File: config.mk
export PLATFORM = sky130hd
export DESIGN_NAME = stream_dma
export DESIGN_NICKNAME = d
export VERILOG_FILES = /design/src/design/dma_pkg.sv /design/src/design/stream_dma.sv /design/src/design/axi_write_master.sv /design/src/design/beat_fifo.sv /design/src/design/sample_packer.sv /design/src/design/dma_regs.sv
export VERILOG_INCLUDE_DIRS = /design/src /design/src/include
export SDC_FILE = /design/constraint.sdc
export NUM_CORES = 1
export LEC_CHECK = 0
export ABC_CLOCK_PERIOD_IN_PS = 9700
export BUFFER_PORTS_ARGS = -buffer_cell sky130_fd_sc_hd__buf_4
export CAP_MARGIN = 20
export CORE_ASPECT_RATIO = 0.5
export CORE_MARGIN = 4
export CORE_UTILIZATION = 30
export CTS_CLUSTER_SIZE = 8
export DETAILED_ROUTE_END_ITERATION = 10
export PLACE_DENSITY = 0.47
export SETUP_SLACK_MARGIN = 0.3
export SLEW_MARGIN = 20
export SYNTH_ARGS = -nofsm -noshare
export SYNTH_HDL_FRONTEND = slang
export SYNTH_SLANG_ARGS = --single-unit
File: constraint.sdc
create_clock -name axi_out -period 9.7 [get_ports axi_out]
set_input_delay 1.94 -clock axi_out [delete_from_list [all_inputs] [get_ports axi_out]]
set_output_delay 1.94 -clock axi_out [all_outputs]
set_load 0.1 [all_outputs]
File: src/include/dma_cfg.svh
// Size and register map constants for the stream-to-memory write DMA
`ifndef DMA_CFG_SVH
`define DMA_CFG_SVH

// Stream sample and destination tag
`define DMA_DATA_W 32
`define DMA_TAG_W 12

// Memory side, one beat holds two packed records
`define DMA_BEAT_W 128
`define DMA_STRB_W (`DMA_BEAT_W / 8)
`define DMA_ADDR_W 49

// Transfer length counter
`define DMA_COUNT_W 32

// Buffering and write issue limits
`define DMA_FIFO_DEPTH 8
`define DMA_MAX_OUTSTANDING 4

// Register write port
`define DMA_REG_ADDR_W 4
`define DMA_REG_DATA_W 32
`define DMA_REG_BASE_LO 4'h0
`define DMA_REG_BASE_HI 4'h4
`define DMA_REG_COUNT 4'h8
`define DMA_REG_CTRL 4'hC

`endif
File: src/design/dma_pkg.sv
// Shared vector types and FSM encodings of the write DMA
`include "dma_cfg.svh"

package dma_pkg;

    typedef logic [`DMA_DATA_W-1:0] sample_t;
    typedef logic [`DMA_TAG_W-1:0] tag_t;

    // Upper tag, upper data, lower tag, lower data from the top bit down
    typedef logic [`DMA_BEAT_W-1:0] beat_t;
    typedef logic [`DMA_STRB_W-1:0] strb_t;

    typedef logic [`DMA_ADDR_W-1:0] addr_t;
    typedef logic [`DMA_COUNT_W-1:0] count_t;

    // Which half of the beat the next sample fills
    typedef enum logic [1:0] {
        PK_IDLE,
        PK_LOWER,
        PK_UPPER
    } pack_state_t;

    typedef enum logic [1:0] {
        WR_IDLE,
        WR_RUN,
        WR_DRAIN
    } wr_state_t;

endpackage

File: src/design/stream_dma.sv
// Stream-to-memory write DMA top level
`timescale 1ns/1ps
`include "dma_cfg.svh"

module stream_dma
    import dma_pkg::*;
(
    input  logic                       axi_out,
    input  logic                       rst_n,
    input  logic [`DMA_REG_ADDR_W-1:0] reg_addr,
    input  logic [`DMA_REG_DATA_W-1:0] reg_wdata,
    input  logic                       reg_valid,
    output logic                       reg_ready,
    input  sample_t                    in_data,
    input  tag_t                       in_tag,
    input  logic                       in_last,
    input  logic                       in_valid,
    output logic                       in_ready,
    output addr_t                      awaddr,
    output logic [7:0]                 awlen,
    output logic [2:0]                 awsize,
    output logic                       awvalid,
    input  logic                       awready,
    output beat_t                      wdata,
    output strb_t                      wstrb,
    output logic                       wlast,
    output logic                       wvalid,
    input  logic                       wready,
    input  logic [1:0]                 bresp,
    input  logic                       bvalid,
    output logic                       bready,
    output logic                       dma_done,
    output logic                       dma_error
);

    addr_t base_addr;
    count_t sample_count;
    logic start;
    logic busy;

    beat_t pk_beat;
    strb_t pk_strb;
    logic pk_last;
    logic pk_valid;
    logic pk_ready;

    beat_t fb_beat;
    strb_t fb_strb;
    logic fb_last;
    logic fb_valid;
    logic fb_ready;

    dma_regs i_regs (
        .axi_out      (axi_out),
        .rst_n        (rst_n),
        .reg_addr     (reg_addr),
        .reg_wdata    (reg_wdata),
        .reg_valid    (reg_valid),
        .reg_ready    (reg_ready),
        .busy         (busy),
        .base_addr    (base_addr),
        .sample_count (sample_count),
        .start        (start)
    );

    sample_packer i_packer (
        .axi_out      (axi_out),
        .rst_n        (rst_n),
        .start        (start),
        .sample_count (sample_count),
        .in_data      (in_data),
        .in_tag       (in_tag),
        .in_last      (in_last),
        .in_valid     (in_valid),
        .in_ready     (in_ready),
        .pk_beat      (pk_beat),
        .pk_strb      (pk_strb),
        .pk_last      (pk_last),
        .pk_valid     (pk_valid),
        .pk_ready     (pk_ready)
    );

    beat_fifo #(
        .DEPTH (`DMA_FIFO_DEPTH)
    ) i_fifo (
        .axi_out  (axi_out),
        .rst_n    (rst_n),
        .pk_beat  (pk_beat),
        .pk_strb  (pk_strb),
        .pk_last  (pk_last),
        .pk_valid (pk_valid),
        .pk_ready (pk_ready),
        .fb_beat  (fb_beat),
        .fb_strb  (fb_strb),
        .fb_last  (fb_last),
        .fb_valid (fb_valid),
        .fb_ready (fb_ready)
    );

    axi_write_master i_master (
        .axi_out   (axi_out),
        .rst_n     (rst_n),
        .start     (start),
        .base_addr (base_addr),
        .fb_beat   (fb_beat),
        .fb_strb   (fb_strb),
        .fb_last   (fb_last),
        .fb_valid  (fb_valid),
        .fb_ready  (fb_ready),
        .awaddr    (awaddr),
        .awlen     (awlen),
        .awsize    (awsize),
        .awvalid   (awvalid),
        .awready   (awready),
        .wdata     (wdata),
        .wstrb     (wstrb),
        .wlast     (wlast),
        .wvalid    (wvalid),
        .wready    (wready),
        .bresp     (bresp),
        .bvalid    (bvalid),
        .bready    (bready),
        .busy      (busy),
        .dma_done  (dma_done),
        .dma_error (dma_error)
    );

endmodule

File: src/design/axi_write_master.sv
// Single-beat AXI write issuer with response tracking and completion pulse
`timescale 1ns/1ps
`include "dma_cfg.svh"

module axi_write_master
    import dma_pkg::*;
(
    input  logic       axi_out,
    input  logic       rst_n,
    input  logic       start,
    input  addr_t      base_addr,
    input  beat_t      fb_beat,
    input  strb_t      fb_strb,
    input  logic       fb_last,
    input  logic       fb_valid,
    output logic       fb_ready,
    output addr_t      awaddr,
    output logic [7:0] awlen,
    output logic [2:0] awsize,
    output logic       awvalid,
    input  logic       awready,
    output beat_t      wdata,
    output strb_t      wstrb,
    output logic       wlast,
    output logic       wvalid,
    input  logic       wready,
    input  logic [1:0] bresp,
    input  logic       bvalid,
    output logic       bready,
    output logic       busy,
    output logic       dma_done,
    output logic       dma_error
);

    localparam int OUT_W = $clog2(`DMA_MAX_OUTSTANDING + 1);
    localparam int BEAT_BYTES = `DMA_BEAT_W / 8;

    wr_state_t state;
    addr_t next_addr;
    logic [OUT_W-1:0] outstanding;
    logic aw_done;
    logic w_done;
    logic issue_ok;
    logic aw_fire;
    logic w_fire;
    logic b_fire;
    logic pop;

    // Once raised the gate stays open, as pending responses can only retire
    assign issue_ok = (state == WR_RUN) && fb_valid &&
                      (outstanding < OUT_W'(`DMA_MAX_OUTSTANDING));

    assign awvalid = issue_ok && !aw_done;
    assign wvalid = issue_ok && !w_done;
    assign aw_fire = awvalid && awready;
    assign w_fire = wvalid && wready;
    assign b_fire = bvalid && bready;

    // The head entry leaves once both channels have taken it
    assign pop = (aw_done || aw_fire) && (w_done || w_fire);
    assign fb_ready = pop;

    assign awaddr = next_addr;
    assign awlen = 8'd0;
    assign awsize = 3'($clog2(BEAT_BYTES));
    assign wdata = fb_beat;
    assign wstrb = fb_strb;
    assign wlast = 1'b1;
    assign bready = 1'b1;
    assign busy = (state != WR_IDLE);

    always_ff @(posedge axi_out or negedge rst_n) begin
        if (!rst_n) begin
            state <= WR_IDLE;
            next_addr <= '0;
            outstanding <= '0;
            aw_done <= 1'b0;
            w_done <= 1'b0;
            dma_done <= 1'b0;
            dma_error <= 1'b0;
        end else begin
            dma_done <= 1'b0;

            if (pop && !b_fire) begin
                outstanding <= outstanding + 1'b1;
            end else if (b_fire && !pop) begin
                outstanding <= outstanding - 1'b1;
            end

            if (b_fire && bresp != 2'b00) begin
                dma_error <= 1'b1;
            end

            if (pop) begin
                aw_done <= 1'b0;
                w_done <= 1'b0;
                next_addr <= next_addr + addr_t'(BEAT_BYTES);
            end else begin
                aw_done <= aw_done || aw_fire;
                w_done <= w_done || w_fire;
            end

            case (state)
                WR_IDLE: begin
                    if (start) begin
                        state <= WR_RUN;
                        next_addr <= base_addr;
                        dma_error <= 1'b0;
                    end
                end
                WR_RUN: begin
                    if (pop && fb_last) begin
                        state <= WR_DRAIN;
                    end
                end
                WR_DRAIN: begin
                    // Last pending response retires, report completion next cycle
                    if (b_fire && outstanding == OUT_W'(1)) begin
                        state <= WR_IDLE;
                        dma_done <= 1'b1;
                    end
                end
                default: begin
                    state <= WR_IDLE;
                end
            endcase
        end
    end

endmodule

File: src/design/beat_fifo.sv
// Circular buffer of beats with their strobe and end of frame flag
`timescale 1ns/1ps

module beat_fifo
    import dma_pkg::*;
#(
    parameter int DEPTH = 8
) (
    input  logic  axi_out,
    input  logic  rst_n,
    input  beat_t pk_beat,
    input  strb_t pk_strb,
    input  logic  pk_last,
    input  logic  pk_valid,
    output logic  pk_ready,
    output beat_t fb_beat,
    output strb_t fb_strb,
    output logic  fb_last,
    output logic  fb_valid,
    input  logic  fb_ready
);

    localparam int PTR_W = (DEPTH > 1) ? $clog2(DEPTH) : 1;

    beat_t mem_beat [DEPTH];
    strb_t mem_strb [DEPTH];
    logic mem_last [DEPTH];

    logic [PTR_W-1:0] wr_ptr;
    logic [PTR_W-1:0] rd_ptr;
    logic [PTR_W:0] count;
    logic push;
    logic pop;

    assign pk_ready = (count != (PTR_W + 1)'(DEPTH));
    assign fb_valid = (count != '0);
    assign push = pk_valid && pk_ready;
    assign pop = fb_valid && fb_ready;

    // Head entry is presented straight from storage
    assign fb_beat = mem_beat[rd_ptr];
    assign fb_strb = mem_strb[rd_ptr];
    assign fb_last = mem_last[rd_ptr];

    always_ff @(posedge axi_out or negedge rst_n) begin
        if (!rst_n) begin
            wr_ptr <= '0;
            rd_ptr <= '0;
            count <= '0;
        end else begin
            if (push) begin
                wr_ptr <= (wr_ptr == PTR_W'(DEPTH - 1)) ? '0 : wr_ptr + 1'b1;
            end
            if (pop) begin
                rd_ptr <= (rd_ptr == PTR_W'(DEPTH - 1)) ? '0 : rd_ptr + 1'b1;
            end
            if (push && !pop) begin
                count <= count + 1'b1;
            end else if (pop && !push) begin
                count <= count - 1'b1;
            end
        end
    end

    always_ff @(posedge axi_out) begin
        if (push) begin
            mem_beat[wr_ptr] <= pk_beat;
            mem_strb[wr_ptr] <= pk_strb;
            mem_last[wr_ptr] <= pk_last;
        end
    end

endmodule

File: src/design/sample_packer.sv
// Packs tagged stream samples two per beat and closes the frame on count or last
`timescale 1ns/1ps
`include "dma_cfg.svh"

module sample_packer
    import dma_pkg::*;
(
    input  logic    axi_out,
    input  logic    rst_n,
    input  logic    start,
    input  count_t  sample_count,
    input  sample_t in_data,
    input  tag_t    in_tag,
    input  logic    in_last,
    input  logic    in_valid,
    output logic    in_ready,
    output beat_t   pk_beat,
    output strb_t   pk_strb,
    output logic    pk_last,
    output logic    pk_valid,
    input  logic    pk_ready
);

    localparam int REC_W = `DMA_BEAT_W / 2;
    localparam int HALF_STRB = `DMA_STRB_W / 2;

    pack_state_t state;
    count_t remaining;
    logic [REC_W-1:0] lower_rec;
    logic [REC_W-1:0] record;
    logic accept;
    logic closing;

    // Samples are taken only when the output register is empty or emptying
    assign in_ready = (state != PK_IDLE) && (!pk_valid || pk_ready);
    assign accept = in_valid && in_ready;
    assign closing = (remaining == count_t'(1)) || in_last;

    // Tag is zero extended into the upper word of the record
    assign record = {{(REC_W - `DMA_DATA_W - `DMA_TAG_W){1'b0}}, in_tag, in_data};

    always_ff @(posedge axi_out or negedge rst_n) begin
        if (!rst_n) begin
            state <= PK_IDLE;
            remaining <= '0;
            pk_valid <= 1'b0;
        end else begin
            if (pk_valid && pk_ready) begin
                pk_valid <= 1'b0;
            end
            if (start) begin
                state <= PK_LOWER;
                remaining <= sample_count;
            end else if (accept) begin
                remaining <= remaining - count_t'(1);
                if (state == PK_UPPER || closing) begin
                    pk_valid <= 1'b1;
                end
                if (closing) begin
                    state <= PK_IDLE;
                end else if (state == PK_LOWER) begin
                    state <= PK_UPPER;
                end else begin
                    state <= PK_LOWER;
                end
            end
        end
    end

    always_ff @(posedge axi_out) begin
        if (accept) begin
            if (state == PK_LOWER) begin
                lower_rec <= record;
            end
            if (state == PK_UPPER) begin
                pk_beat <= {record, lower_rec};
                pk_strb <= '1;
                pk_last <= closing;
            end else if (closing) begin
                // Frame ended on a lower half, upper record stays empty
                pk_beat <= {{REC_W{1'b0}}, record};
                pk_strb <= {{HALF_STRB{1'b0}}, {HALF_STRB{1'b1}}};
                pk_last <= 1'b1;
            end
        end
    end

endmodule

File: src/design/dma_regs.sv
// Register write port holding the transfer setup and issuing the start pulse
`timescale 1ns/1ps
`include "dma_cfg.svh"

module dma_regs
    import dma_pkg::*;
(
    input  logic                       axi_out,
    input  logic                       rst_n,
    input  logic [`DMA_REG_ADDR_W-1:0] reg_addr,
    input  logic [`DMA_REG_DATA_W-1:0] reg_wdata,
    input  logic                       reg_valid,
    output logic                       reg_ready,
    input  logic                       busy,
    output addr_t                      base_addr,
    output count_t                     sample_count,
    output logic                       start
);

    logic wr_fire;

    // The start cycle itself also blocks writes, busy follows one cycle later
    assign reg_ready = !busy && !start;
    assign wr_fire = reg_valid && reg_ready;

    always_ff @(posedge axi_out or negedge rst_n) begin
        if (!rst_n) begin
            base_addr <= '0;
            sample_count <= '0;
            start <= 1'b0;
        end else begin
            start <= 1'b0;
            if (wr_fire) begin
                case (reg_addr)
                    `DMA_REG_BASE_LO: begin
                        base_addr[31:0] <= reg_wdata;
                    end
                    `DMA_REG_BASE_HI: begin
                        // Only the bits above 32 that the address bus carries
                        base_addr[`DMA_ADDR_W-1:32] <= reg_wdata[`DMA_ADDR_W-33:0];
                    end
                    `DMA_REG_COUNT: begin
                        sample_count <= reg_wdata;
                    end
                    `DMA_REG_CTRL: begin
                        start <= reg_wdata[0];
                    end
                    default: begin
                    end
                endcase
            end
        end
    end

endmodule

==> metrics.cfg <==
[run_status]
status = completed

[clocking]
cts_made_buffers = 148
clock_path_buffers = 3
cts_repair_resize_count = 0
clock-sinks = 1039
cts-hold-fix-buffers = 0
clock-root-buffer = clkbuf_16
clock_latency_ps = 750
clk_pin_slew_ps = 50
cts_tree = built
h-tree-depth = 4
post-cts-setup-buffers = 0

[yosys]
synth_area_mm2 = 0.04142
synth-seq-cells = 1039
yosysTopAreaCell = edfxtp_1
synth_top_area_share_pct = 61.91
synth-main-ff-cell = edfxtp_1
yosysMostFrequentCell = edfxtp_1
synth.avg_cell_area_um2 = 18.02
seq_area_frac_synth_pct = 73.09
synth_edf_count = 854
synth_cells = 2299
yosysWarnings = 0
async_flop_share_pct = 17.81
synth_common_cells = 854 x edfxtp_1, 199 x nand2_1, 185 x dfrtp_1
synth_area_leaders = edfxtp_1 62%, dfrtp_1 11%, mux4_2 9.8%
synth.distinct_cells = 67

[die]
fp.dieW_um = 533.5
core_region_area_mm2 = 0.1372
rows = 96
start_util_pct = 30.20
io_pins = 302
die_h_um = 270.7
die-area_mm2 = 0.1444

[setup_path]
path_class = reg -> out
cp.required_ps = 7760
critPathCaptureType = output pin
start_kind = flop
path_max_fanout = 58
worstPathArrival_ps = 3910
rrSetupSlack_ps = 5630

[power_and_ir_drop]
power.switching_w = 0.002079
power_density_mw_per_mm2 = 196.1
seqPwrFrac_pct = 49.6
p_sw_share_pct = 21.48
power.share.clock_pct = 48.3
internal_power_w = 0.007600
power.leakage_nw = 18.27
peakVddDrop_mv = 0.1717
p_comb_share_pct = 2.1

[timing]
post-route-period-util_pct = 60.34
fmax_ghz = 0.1708
hold_ws_ps = 479.0
final.setup_skew_ps = 45.31
finalSetupTns_ps = 0
maxSlewViolCount = 0
slew_headroom_pct = 30.22
rsz0062_at_grt = false
finalWorstSetupSlack_ps = 3847
setup_violations = 0
period_minus_slack_ps = 5853
worst_pin_slew_ps = 1047
hold_violations = 0

[layout]
drive_gt1_share_pct = 31.35
area_growth_pct = 19.15
nNetsFinal = 2711
multi_input_area_mm2 = 0.01043
register_area_mm2 = 0.03029
fin_util_pct = 35.98
n_fill_cell = 13030

[route]
first_iter_violations = 1303
totalWireLength_um = 105500
drc = 0
ant_nets = 0
detail_route.vias_per_cell = 4.704
routedWlPerCell_um = 23.45
via_count = 21170
drt-pass1-iter-count = 7

[hold_path]
min_path_type = reg -> reg

[global_routing]
grt_max_degree = 97
antenna_found_initial = 3
grt_usage_pct = 14.59
first_global_vias = 22600
gr-total-overflow = 0
grt_pass1_wl_um = 155500

[flow_run]
cap_viol_max_count = 0

[place]
io_buffers = 240
gp_congestion = 0.7169
hpwlAfterDp_um = 59390
pre_cts_ws_ps = 4474

==> sequential cells by signal (all words and copies together) (netlist names), 4 cells and up <==
name                 flops
i_fifo.count             4
i_fifo.mem_beat        704
i_fifo.mem_last          8
i_fifo.mem_strb          8
i_master.awaddr         49
i_packer.lower_rec      44
i_packer.pk_beat        88
i_packer.remaining      32
i_regs.base_addr        49
i_regs.sample_count     32
==> critical path, cell delays in order, from the launching register on <==
cell and delay (ps):
dfrtp_4 570, buf_4 690, buf_4 870, mux4_2 410, mux2_2 320, buf_4 250
==> path summary, 6_finish.rpt <==
| path | start | end | depth (start not counted) |
|---|---|---|---|
| max reg2reg | i_fifo.count[0] | i_fifo.mem_beat[3][77] | 7 |
| min | i_regs.sample_count[17] | i_packer.remaining[17] | 2 |
| min reg2reg | i_regs.sample_count[17] | i_packer.remaining[17] | 2 |
| max in group asynchronous | rst_n | i_fifo.rd_ptr[0] | 2 |
| min in group asynchronous | rst_n | i_master.awaddr[10] | 1 |
| max | i_fifo.rd_ptr[1] | wdata[36] | 5 |
==> per-layer routing <==
layer	vias up	wire (um)	global-route usage, %
li1	9431	-	-
met1	11230	47670	19.71
met2	404	51880	23.98
met3	109	4515	3.215
met4	4	1464	3.600
met5	-	20	0
==> placed cells by master (no fill, tap or decap), types with 20 or more instances in the layout <==
cell type  instances
nor2_1            76
mux4_2           180
clkbuf_16        149
buf_4            268
xnor2_1           36
nand2_1          199
and2_1            48
o21ai_0           40
nand3_1           22
nor3_1            20
nor4_1            23
dfrtp_1          182
mux2_2           178
edfxtp_1         854
nand4_1           27
a31oi_1           30
conb_1            61
==> stage by stage <==
stage | power [W] | instance area, um^2 | instances
CTS | 0.009839 | 49350 | 4500
detailed placement | 0.005091 | 45220 | 4318
floorplan | 0.005034 | 41650 | 2358
global route | 0.01006 | 49350 | 4500
global placement | 0.005090 | 45220 | 4318
finish | 0.009679 | 49350 | 4501
==> power groups by stage <==
stage          registers (W)  logic, W  clock network, W
3_3_place_gp         0.00488  0.000209                 0
3_5_place_dp         0.00488  0.000210                 0
6_report             0.00480  0.000208           0.00467
5_1_grt              0.00479  0.000222           0.00504
2_1_floorplan        0.00488  0.000154                 0
4_1_cts              0.00480  0.000211           0.00483
==> area by class of cell <==
type	count	share of cell area, %
antenna	1	0.005071
clock buffer	167	7.712
clock inverter	15	0.6465
inverter	18	0.1394
multi-input combinational	1126	21.14
sequential	1039	61.37
tap	1862	4.721
timing repair buffer	273	4.267
==> cell families after synthesis <==
| family | count (synthesis) | share of synthesized area, % |
|---|---|---|
| simple gates | 508 | 6.147 |
| compound gates | 129 | 1.994 |
| buf+inv | 193 | 2.462 |
| flops | 1039 | 73.09 |
| xor+xnor | 50 | 1.057 |
| fa+ha+maj | 15 | 0.4712 |
| mux | 363 | 14.76 |
| other cells | 2 | 0.01813 |
Note: power is estimated with default switching activity, not from simulation.
